==> src/logic/panel_pkg.sv <==
// *************************************************************************
// command opcodes, input byte union, brightness and colour enable types,
// frame RAM address and write port structs, panel geometry constants
// *************************************************************************
package panel_pkg;

    localparam int BRIGHTNESS_LEVELS = 6;
    // RGB565, two bytes per pixel
    localparam int BYTES_PER_PIXEL = 2;

    // address fields sized for a 64x32 panel
    localparam int ROW_BITS = 5;
    localparam int COL_BITS = 6;

    localparam int DEFAULT_PIXEL_WIDTH = 8;
    localparam int DEFAULT_PIXEL_HEIGHT = 4;

    typedef enum logic [7:0] {
        RED_ENABLE       = 8'h52,
        RED_DISABLE      = 8'h72,
        GREEN_ENABLE     = 8'h47,
        GREEN_DISABLE    = 8'h67,
        BLUE_ENABLE      = 8'h42,
        BLUE_DISABLE     = 8'h62,
        BRIGHTNESS_ZERO  = 8'h30,
        BRIGHTNESS_ONE   = 8'h31,
        BRIGHTNESS_TWO   = 8'h32,
        BRIGHTNESS_THREE = 8'h33,
        BRIGHTNESS_FOUR  = 8'h34,
        BRIGHTNESS_FIVE  = 8'h35,
        BRIGHTNESS_SIX   = 8'h36,
        BRIGHTNESS_NINE  = 8'h39,
        READBRIGHTNESS   = 8'h54,
        READPIXEL        = 8'h50,
        BLANKPANEL       = 8'h5a
    } opcode_e;

    // opcode when idle, raw argument while a command collects bytes
    typedef union packed {
        opcode_e    opcode;
        logic [7:0] arg;
    } cmd_byte_u;

    // msb is the most significant level
    typedef logic [BRIGHTNESS_LEVELS-1:0] brightness_t;

    typedef struct packed {
        logic blue;
        logic green;
        logic red;
    } rgb_en_t;

    typedef struct packed {
        logic [ROW_BITS-1:0] row;
        logic [COL_BITS-1:0] col;
        logic                byte_sel;
    } ram_addr_t;

    typedef struct packed {
        logic       write_enable;
        ram_addr_t  addr;
        logic [7:0] data;
    } ram_wr_t;

endpackage
==> src/logic/panel_ctrl_top.sv <==
// *************************************************************************
// panel controller top level, command decoder plus pixel and blank writers
// *************************************************************************
`timescale 1ns/1ns

module panel_ctrl_top #(
    parameter int unsigned PIXEL_WIDTH = panel_pkg::DEFAULT_PIXEL_WIDTH,
    parameter int unsigned PIXEL_HEIGHT = panel_pkg::DEFAULT_PIXEL_HEIGHT
) (
    input  logic                   clk_in,
    input  logic                   reset,
    input  panel_pkg::cmd_byte_u   data_in,
    input  logic                   data_valid,
    output logic                   ready_for_data,
    output panel_pkg::rgb_en_t     rgb_enable,
    output panel_pkg::brightness_t brightness,
    output panel_pkg::ram_wr_t     ram_wr
);
    import panel_pkg::*;

    logic       pix_start;
    logic       blank_start;
    logic [7:0] arg_byte;
    logic       arg_valid;
    ram_wr_t    pix_wr;
    ram_wr_t    blank_wr;
    logic       pix_done;
    logic       blank_done;

    cmd_decoder u_decoder (
        .clk_in         (clk_in),
        .reset          (reset),
        .data_in        (data_in),
        .data_valid     (data_valid),
        .ready_for_data (ready_for_data),
        .rgb_enable     (rgb_enable),
        .brightness     (brightness),
        .pix_start      (pix_start),
        .blank_start    (blank_start),
        .arg_byte       (arg_byte),
        .arg_valid      (arg_valid),
        .pix_wr         (pix_wr),
        .blank_wr       (blank_wr),
        .pix_done       (pix_done),
        .blank_done     (blank_done),
        .ram_wr         (ram_wr)
    );

    pixel_writer #(
        .PIXEL_WIDTH  (PIXEL_WIDTH),
        .PIXEL_HEIGHT (PIXEL_HEIGHT)
    ) u_pixel_writer (
        .clk_in    (clk_in),
        .reset     (reset),
        .pix_start (pix_start),
        .arg_byte  (arg_byte),
        .arg_valid (arg_valid),
        .pix_wr    (pix_wr),
        .pix_done  (pix_done)
    );

    // sweeps without input, decoder holds off the source meanwhile
    panel_blanker #(
        .PIXEL_WIDTH  (PIXEL_WIDTH),
        .PIXEL_HEIGHT (PIXEL_HEIGHT)
    ) u_panel_blanker (
        .clk_in      (clk_in),
        .reset       (reset),
        .blank_start (blank_start),
        .blank_wr    (blank_wr),
        .blank_done  (blank_done)
    );

endmodule

==> src/logic/panel_blanker.sv <==
// *************************************************************************
// panel blanker, one zero write per cycle over every row, column and byte
// *************************************************************************
`timescale 1ns/1ns

module panel_blanker #(
    parameter int unsigned PIXEL_WIDTH = panel_pkg::DEFAULT_PIXEL_WIDTH,
    parameter int unsigned PIXEL_HEIGHT = panel_pkg::DEFAULT_PIXEL_HEIGHT
) (
    input  logic               clk_in,
    input  logic               reset,
    input  logic               blank_start,
    output panel_pkg::ram_wr_t blank_wr,
    output logic               blank_done
);
    import panel_pkg::*;

    logic                running;
    logic [ROW_BITS-1:0] row_q;
    logic [COL_BITS-1:0] col_q;
    logic                sel_q;
    logic                sel_last;
    logic                col_last;
    logic                row_last;

    assign sel_last = (sel_q == 1'(BYTES_PER_PIXEL - 1));
    assign col_last = (col_q == COL_BITS'(PIXEL_WIDTH - 1));
    assign row_last = (row_q == ROW_BITS'(PIXEL_HEIGHT - 1));

    always_ff @(posedge clk_in) begin
        if (reset) begin
            running <= 1'b0;
            row_q <= '0;
            col_q <= '0;
            sel_q <= 1'b0;
        end else if (blank_start) begin
            running <= 1'b1;
            row_q <= '0;
            col_q <= '0;
            sel_q <= 1'b0;
        end else if (running) begin
            sel_q <= ~sel_q;
            if (sel_last) begin
                col_q <= col_last ? '0 : col_q + 1'b1;
                if (col_last) begin
                    row_q <= row_q + 1'b1;
                    running <= !row_last;
                end
            end
        end
    end

    always_comb begin
        blank_wr.write_enable = running;
        blank_wr.addr.row = row_q;
        blank_wr.addr.col = col_q;
        blank_wr.addr.byte_sel = sel_q;
        blank_wr.data = 8'h00;
    end

    assign blank_done = running && row_last && col_last && sel_last;

    // decoder holds ready low for the whole sweep
    a_no_restart: assert property (@(posedge clk_in) disable iff (reset)
        blank_start |-> !running);

endmodule

==> src/logic/pixel_writer.sv <==
// *************************************************************************
// READPIXEL argument collector, row and column latch, two byte writes
// *************************************************************************
`timescale 1ns/1ns

module pixel_writer #(
    parameter int unsigned PIXEL_WIDTH = panel_pkg::DEFAULT_PIXEL_WIDTH,
    parameter int unsigned PIXEL_HEIGHT = panel_pkg::DEFAULT_PIXEL_HEIGHT
) (
    input  logic               clk_in,
    input  logic               reset,
    input  logic               pix_start,
    input  logic [7:0]         arg_byte,
    input  logic               arg_valid,
    output panel_pkg::ram_wr_t pix_wr,
    output logic               pix_done
);
    import panel_pkg::*;

    // 0 row, 1 column, 2 and 3 colour bytes
    logic [1:0]          arg_cnt;
    logic [ROW_BITS-1:0] row_q;
    logic [COL_BITS-1:0] col_q;
    logic                we_q;
    logic                done_q;
    ram_addr_t           addr_q;
    logic [7:0]          data_q;

    always_ff @(posedge clk_in) begin
        if (reset) begin
            arg_cnt <= 2'd0;
            we_q <= 1'b0;
            done_q <= 1'b0;
        end else begin
            we_q <= arg_valid && arg_cnt[1];
            done_q <= arg_valid && (arg_cnt == 2'd3);
            if (pix_start) begin
                arg_cnt <= 2'd0;
            end else if (arg_valid) begin
                arg_cnt <= arg_cnt + 2'd1;
            end
        end
    end

    always_ff @(posedge clk_in) begin
        if (arg_valid) begin
            case (arg_cnt)
                2'd0: row_q <= arg_byte[ROW_BITS-1:0];
                2'd1: col_q <= arg_byte[COL_BITS-1:0];
                default: begin
                    addr_q.row <= row_q;
                    addr_q.col <= col_q;
                    // inverted byte index, first colour byte lands on select 1
                    addr_q.byte_sel <= ~arg_cnt[0];
                    data_q <= arg_byte;
                end
            endcase
        end
    end

    always_comb begin
        pix_wr.write_enable = we_q;
        pix_wr.addr = addr_q;
        pix_wr.data = data_q;
    end

    assign pix_done = done_q;

    // the source is trusted to send in-range coordinates
    a_pixel_in_panel: assert property (@(posedge clk_in) disable iff (reset)
        pix_wr.write_enable |->
            (32'(pix_wr.addr.row) < PIXEL_HEIGHT) && (32'(pix_wr.addr.col) < PIXEL_WIDTH));

endmodule

==> src/logic/cmd_decoder.sv <==
// *************************************************************************
// command FSM with colour and brightness registers, input handshake
// and selection of the active RAM writer
// *************************************************************************
`timescale 1ns/1ns

module cmd_decoder (
    input  logic                   clk_in,
    input  logic                   reset,
    input  panel_pkg::cmd_byte_u   data_in,
    input  logic                   data_valid,
    output logic                   ready_for_data,
    output panel_pkg::rgb_en_t     rgb_enable,
    output panel_pkg::brightness_t brightness,
    output logic                   pix_start,
    output logic                   blank_start,
    output logic [7:0]             arg_byte,
    output logic                   arg_valid,
    input  panel_pkg::ram_wr_t     pix_wr,
    input  panel_pkg::ram_wr_t     blank_wr,
    input  logic                   pix_done,
    input  logic                   blank_done,
    output panel_pkg::ram_wr_t     ram_wr
);
    import panel_pkg::*;

    typedef enum logic [1:0] {
        ST_IDLE,
        ST_BRIGHT_ARG,
        ST_PIXEL,
        ST_BLANK
    } dec_state_e;

    dec_state_e state;
    logic       accept;
    logic       opcode_phase;

    // only the blank sweep pushes back on the source
    assign ready_for_data = (state != ST_BLANK);
    assign accept = data_valid && ready_for_data;

    // last colour write still in flight, the next byte is already an opcode
    assign opcode_phase = (state == ST_IDLE) || ((state == ST_PIXEL) && pix_done);

    assign pix_start = accept && opcode_phase && (data_in.opcode == READPIXEL);
    assign blank_start = accept && opcode_phase && (data_in.opcode == BLANKPANEL);
    assign arg_valid = accept && (state == ST_PIXEL) && !pix_done;
    assign arg_byte = data_in.arg;

    always_ff @(posedge clk_in) begin
        if (reset) begin
            state <= ST_IDLE;
            rgb_enable <= '1;
            brightness <= '1;
        end else begin
            case (state)
                ST_BRIGHT_ARG: begin
                    if (accept) begin
                        brightness <= data_in.arg[BRIGHTNESS_LEVELS-1:0];
                        state <= ST_IDLE;
                    end
                end
                ST_PIXEL: begin
                    if (pix_done) begin
                        state <= ST_IDLE;
                    end
                end
                ST_BLANK: begin
                    if (blank_done) begin
                        state <= ST_IDLE;
                    end
                end
                default: begin
                end
            endcase

            if (accept && opcode_phase) begin
                case (data_in.opcode)
                    RED_ENABLE:       rgb_enable.red <= 1'b1;
                    RED_DISABLE:      rgb_enable.red <= 1'b0;
                    GREEN_ENABLE:     rgb_enable.green <= 1'b1;
                    GREEN_DISABLE:    rgb_enable.green <= 1'b0;
                    BLUE_ENABLE:      rgb_enable.blue <= 1'b1;
                    BLUE_DISABLE:     rgb_enable.blue <= 1'b0;
                    // level one is the top bit
                    BRIGHTNESS_ONE: begin
                        brightness[BRIGHTNESS_LEVELS-1] <= ~brightness[BRIGHTNESS_LEVELS-1];
                    end
                    BRIGHTNESS_TWO: begin
                        brightness[BRIGHTNESS_LEVELS-2] <= ~brightness[BRIGHTNESS_LEVELS-2];
                    end
                    BRIGHTNESS_THREE: begin
                        brightness[BRIGHTNESS_LEVELS-3] <= ~brightness[BRIGHTNESS_LEVELS-3];
                    end
                    BRIGHTNESS_FOUR: begin
                        brightness[BRIGHTNESS_LEVELS-4] <= ~brightness[BRIGHTNESS_LEVELS-4];
                    end
                    BRIGHTNESS_FIVE: begin
                        brightness[BRIGHTNESS_LEVELS-5] <= ~brightness[BRIGHTNESS_LEVELS-5];
                    end
                    BRIGHTNESS_SIX: begin
                        brightness[BRIGHTNESS_LEVELS-6] <= ~brightness[BRIGHTNESS_LEVELS-6];
                    end
                    BRIGHTNESS_ZERO:  brightness <= '0;
                    BRIGHTNESS_NINE:  brightness <= '1;
                    READBRIGHTNESS:   state <= ST_BRIGHT_ARG;
                    READPIXEL:        state <= ST_PIXEL;
                    BLANKPANEL:       state <= ST_BLANK;
                    // unknown opcodes fall through
                    default: begin
                    end
                endcase
            end
        end
    end

    always_comb begin
        case (state)
            ST_PIXEL: ram_wr = pix_wr;
            ST_BLANK: ram_wr = blank_wr;
            default:  ram_wr = '0;
        endcase
    end

    // a writer may only drive the RAM while its command is running
    a_quiet_when_idle: assert property (@(posedge clk_in) disable iff (reset)
        (state == ST_IDLE) |-> !(pix_wr.write_enable || blank_wr.write_enable));

endmodule

==> config.mk <==
export PLATFORM = sky130hd
export DESIGN_NAME = panel_ctrl_top
export DESIGN_NICKNAME = d
export VERILOG_FILES = /design/src/logic/panel_pkg.sv /design/src/logic/panel_ctrl_top.sv /design/src/logic/panel_blanker.sv /design/src/logic/pixel_writer.sv /design/src/logic/cmd_decoder.sv
export SDC_FILE = /design/constraint.sdc
export NUM_CORES = 1
export LEC_CHECK = 0
export ABC_AREA = 1
export ABC_CLOCK_PERIOD_IN_PS = 5180
export BUFFER_PORTS_ARGS = -buffer_cell sky130_fd_sc_hd__buf_4
export CAP_MARGIN = 15
export CORE_AREA = 2 2 93 95
export CTS_CLUSTER_SIZE = 25
export DETAILED_ROUTE_END_ITERATION = 10
export DIE_AREA = 0 0 95 97
export GPL_TIMING_DRIVEN = 0
export SYNTH_ARGS = -nofsm -noshare
export SYNTH_HDL_FRONTEND = slang
export SYNTH_HIERARCHICAL = 1
export SYNTH_SLANG_ARGS = --single-unit
==> constraint.sdc <==
create_clock -name clk_in -period 5.18 [get_ports clk_in]
set_clock_uncertainty 0.2 [all_clocks]
set_input_delay 1.554 -clock clk_in [delete_from_list [all_inputs] [get_ports clk_in]]
set_output_delay 1.554 -clock clk_in [all_outputs]
set_load 0.005 [all_outputs]
# After elaboration in Yosys (flattened, before gate mapping)
# Index checks and enable logic that the tools add are counted.
# totals
regBits,59
latchBits,0
mem_bits_rw,0
rom_bits,0
in_bits,11
output_inout_bits,31
memories,0
# op_classes
add_sub_neg,3
mul,0
n_div,0
magnitude_cmp,0
n_eq_ne,25
shift,0
mux,24
bitwise,9
n_reduce_logical,31
# ops
op,n
$eq 8x7->1 const B,9
$eq 8x6->1 const B,8
$pmux 21 s2,1
$mux 6,4
$pmux 1 s3,6
$reduce_and 2->1,7
$logic_and 1x1->1,12
$pmux 2 s3,2
$not 1->1,9
$mux 2,4
$add 6x1->6 const B,1
$eq 2x2->1 const B,3
$eq 6x3->1 const B,1
$pmux 1 s2,3
$reduce_bool 2->1,3
$reduce_or 2->1,3
$add 5x1->5 const B,1
$eq 5x2->1 const B,1
$eq 2x1->1 const B,2
$logic_not 2->1,2
$mux 1,4
$reduce_and 3->1,1
$add 2x1->2 const B,1
$logic_not 1->1,2
other kinds (2),2

# Longest topological paths before layout
# logic_depth
ltp_word,8
depth_mapped,10

# Hierarchy
# Netlist, hierarchy kept.
# by_module_without_submodules
module,instances,cells_per_inst,area_per_inst_um2,seq_area_each_um2
cmd_decoder,1,243,1293.7,220.2
pixel_writer,1,61,1143.6,1011.0
panel_blanker,1,108,745.7,260.2

# Worst setup path before layout
# No wires, ideal clock.
# synth_timing
path_type,in2reg
start,in data_valid
end,"reg u_pixel_writer.data_q[0], enable pin"
setup_time_ns,0.422
arrival_ns,3.721
setup_slack_ns,0.837
stages,4
path_buffers,0
cell_sequence,inv_1 nor4_1 inv_2 nor3_1
# synth_via
elab_chain_len,4
# synth_rtl
item,line,text
from (decl),panel_ctrl_top.sv:13,"input logic data_valid,"
$logic_and 1x1->1,cmd_decoder.sv:40,assign accept = data_valid && ready_for_data;
$logic_and 1x1->1 (2 in series),cmd_decoder.sv:47,assign arg_valid = accept && (state == ST_PIXEL) && !pix_done;
net arg_valid,panel_ctrl_top.sv:24,logic arg_valid;
$reduce_and 2->1 (no source line),n/a,
to (signal assigned),pixel_writer.sv:55,data_q <= arg_byte;
to (decl),pixel_writer.sv:27,logic [7:0] data_q;
# The timed path passes the listed nets, and every way through them passes these cells.
# A chain may end at the register's enable or synchronous reset.

# Worst setup path in the final report
# layout_timing
start,in data_valid
end,"reg u_pixel_writer.addr_q, in the netlist u_pixel_writer/pix_wr[9], enable pin"
# layout_via
elab_chain_len,4
# layout_rtl
item,line,text
$logic_and 1x1->1,cmd_decoder.sv:40,
$logic_and 1x1->1 (2 in series),cmd_decoder.sv:47,
net arg_valid,panel_ctrl_top.sv:24,
$reduce_and 2->1 (no source line),n/a,
to (decl),pixel_writer.sv:26,ram_addr_t addr_q;
# The timed path passes the listed nets, and every way through them passes these cells.

==> results.cfg <==
[outcome]
status = finished, final reports clean

[final_layout]
final_area_sq_um = 3910
n_antenna_cell = 0
syn2layout_area_growth_pct = 22.7
drive_gt1_frac = 0.208
multi_input_area_sq_um = 1320
nFillCells = 818
regArea_sq_um = 1490
utilization = 0.480
layout.nets = 488

[clocking]
hold_buffers = 0
clk_latency_ns = 0.33
numCtsBuffers = 9
clkTransAtPathRegs_ns = 0.06
cts_root_buffer = clkbuf_8
post_cts_buffers = 0
clk_path_buf_depth = 2
cts_sinks = 59
cts_tree = yes
ctsResizeCount = 0
htreeDepth = 3

[setup_path]
critPathKind = in2reg
critPathRequiredTime_ns = 5.01
endpoint_kind = flop
arrival_ns = 3.47
start_kind = input pin
path_max_fanout = 11

[timing]
tns_ns = 0
setup_viol = 0
tightest_slew_ns = 1.06
hold_viol_final = 0
rsz0062_at_grt = no
post-route-period-util = 0.703
max_slew_margin = 0.286
fmax_mhz = 275
fin_crit_ns = 3.64
drv_slew = 0
layout_setup_ws_ns = 1.54

[floorplan]
num_rows = 33
die_area_sq_um = 9220
coreArea_sq_um = 8130
die_h_um = 97
start_util = 0.391
die_w_um = 95
ios = 42

[global_route]
grt_max_degree = 12
grt_pass1_wl_um = 12200
grt_antenna_before_repair = 0
grt_use_total = 0.169
grt_pass1_vias = 2604
gr-total-overflow = 0

[placed_design]
io_buffers = 41
place.gp.congestion = 0.831
dp_hpwl_um = 5480
dp_slack_ns = 1.17
place_area_sq_um = 3660

[yosys]
synth_area_sq_um = 3180
synth_cell_types = 33
yosysSeqAreaShare = 0.469
yosysWarnings = 6
netlist_instances = 412
ys_seq_elements = 59
synth.avg_cell_area_sq_um = 7.73

[power_and_ir_drop]
power_w = 0.00105
vdd_drop_max_mv = 0.147
p_per_area_nw_per_um2 = 269
p_leak_nw = 1.85

[drt]
ant_nets = 0
wl_per_cell_um = 12.3
drc = 0
postRouteWirelength_um = 7170
via_count = 2770
first_pass_iters = 4
initialDrtViolationCount = 110
drt-vias-per-instance = 4.76

[hold_path]
hp-class = reg2reg

[flow_run]
maxCapViolCount = 0
## critical path: stages
cell and delay (ns):
buf_4 0.08, inv_1 0.05, nor4_1 0.81, inv_2 0.11
nor3_2 0.61, buf_6 0.25
## layer usage
| metal | track usage | vias up | wire length [um] |
|---|---|---|---|
| met5 | 0 | - | 0 |
| met4 | 0.0602 | 0 | 61 |
| met3 | 0.0397 | 4 | 383 |
| met2 | 0.276 | 78 | 3460 |
| met1 | 0.217 | 1249 | 3270 |
| li1 | - | 1439 | - |
## sequential cells by signal (all words and copies together), names as in the netlist
name / flops
u_pixel_writer/pix_wr: 12
u_pixel_writer/data_q: 8
u_decoder/brightness: 6
u_panel_blanker/col_q: 6
u_pixel_writer/col_q: 6
u_panel_blanker/row_q: 5
u_pixel_writer/row_q: 5
u_decoder/rgb_enable: 3
u_decoder/state: 2
u_pixel_writer/arg_cnt: 2
u_panel_blanker/running: 1
u_panel_blanker/sel_last: 1
u_pixel_writer/pix_done: 1
u_pixel_writer/we_q: 1
## through the flow
step | hold slack [ns] | cells
after floorplan | 0.200 | 419
after global placement | 0.201 | 565
after detailed placement | 0.206 | 566
after CTS | 0.224 | 582
after global routing | 0.231 | 582
final | 0.223 | 582
## synth_stat cells
library cell / instances / area (sq um)
nor2_1: 33 / 124
o21ai_4: 1 / 16.3
o21bai_1: 1 / 7.51
dfxtp_1: 28 / 561
a21oi_1: 8 / 40.0
xor2_1: 2 / 17.5
nor3b_1: 1 / 7.51
clkinv_1: 1 / 3.75
clkbuf_1: 7 / 26.3
inv_4: 1 / 6.26
buf_6: 2 / 22.5
nor2_2: 6 / 37.5
ha_1: 5 / 62.6
nand4_1: 6 / 37.5
nand2_1: 114 / 428
buf_1: 1 / 3.75
nand3b_1: 1 / 7.51
nand3_1: 73 / 365
a21o_1: 1 / 7.51
nand2_2: 1 / 6.26
buf_4: 21 / 158
conb_1: 1 / 3.75
o22ai_1: 1 / 6.26
clkinv_4: 1 / 8.76
o21ai_0: 12 / 60.1
nor3_1: 3 / 15.0
buf_2: 2 / 10.0
inv_1: 39 / 146
nor2_4: 1 / 11.3
nand3_4: 1 / 17.5
inv_2: 4 / 15.0
nor4_1: 2 / 12.5
edfxtp_1: 31 / 931
## power breakdown
part | total (W) | internal (W) | switching (W)
registers | 0.000490 | 0.000490 | 0.000000478
clock network | 0.000512 | 0.000331 | 0.000181
logic | 0.0000498 | 0.0000205 | 0.0000293
## path summary, 6_finish.rpt
kind	start	end	slack [ns]	cells past startpoint
max	data_valid	u_pixel_writer/pix_wr[9]$_DFFE_PP_	1.54	6
min	u_pixel_writer/col_q[0]$_DFFE_PP_	u_pixel_writer/pix_wr[9]$_DFFE_PP_	0.22	0
max reg2reg	u_decoder/state[1]$_SDFF_PP0_	u_pixel_writer/pix_wr[9]$_DFFE_PP_	2.29	6
min reg2reg	u_pixel_writer/col_q[0]$_DFFE_PP_	u_pixel_writer/pix_wr[9]$_DFFE_PP_	0.22	0
## final cells by class
cell class | instances | share of cell area
multi-input cells | 281 | 0.339
repair buffers | 42 | 0.0817
well taps | 105 | 0.0336
plain buffers | 33 | 0.0564
clock inverters | 5 | 0.0256
clock buffers | 11 | 0.0362
flip-flops and latches | 59 | 0.382
inverters | 46 | 0.0461
## layout by cell type, fill, tap and decap left out, types with 8 or more instances in the layout
cell type / instances
clkbuf_1: 8
inv_1: 39
edfxtp_1: 31
nand3_1: 73
nor2_1: 33
nand2_1: 114
o21ai_0: 12
a21oi_1: 8
dfxtp_1: 28
clkbuf_8: 10
buf_4: 62
conb_1: 8
## cell families (layout without fill, tap and decap cells)
family | after synthesis | after routing | share of synthesized area
AND/OR/NAND/NOR | 242 | 242 | 0.336
buffers and inverters | 79 | 137 | 0.126
flip-flops | 59 | 59 | 0.469
AO/OA/AOI/OAI | 24 | 24 | 0.0432
adder cells (fa/ha/maj) | 5 | 5 | 0.0197
XOR/XNOR | 2 | 2 | 0.00550
other | 1 | 8 | 0.00118
Note: power is estimated with default switching activity, not from simulation.
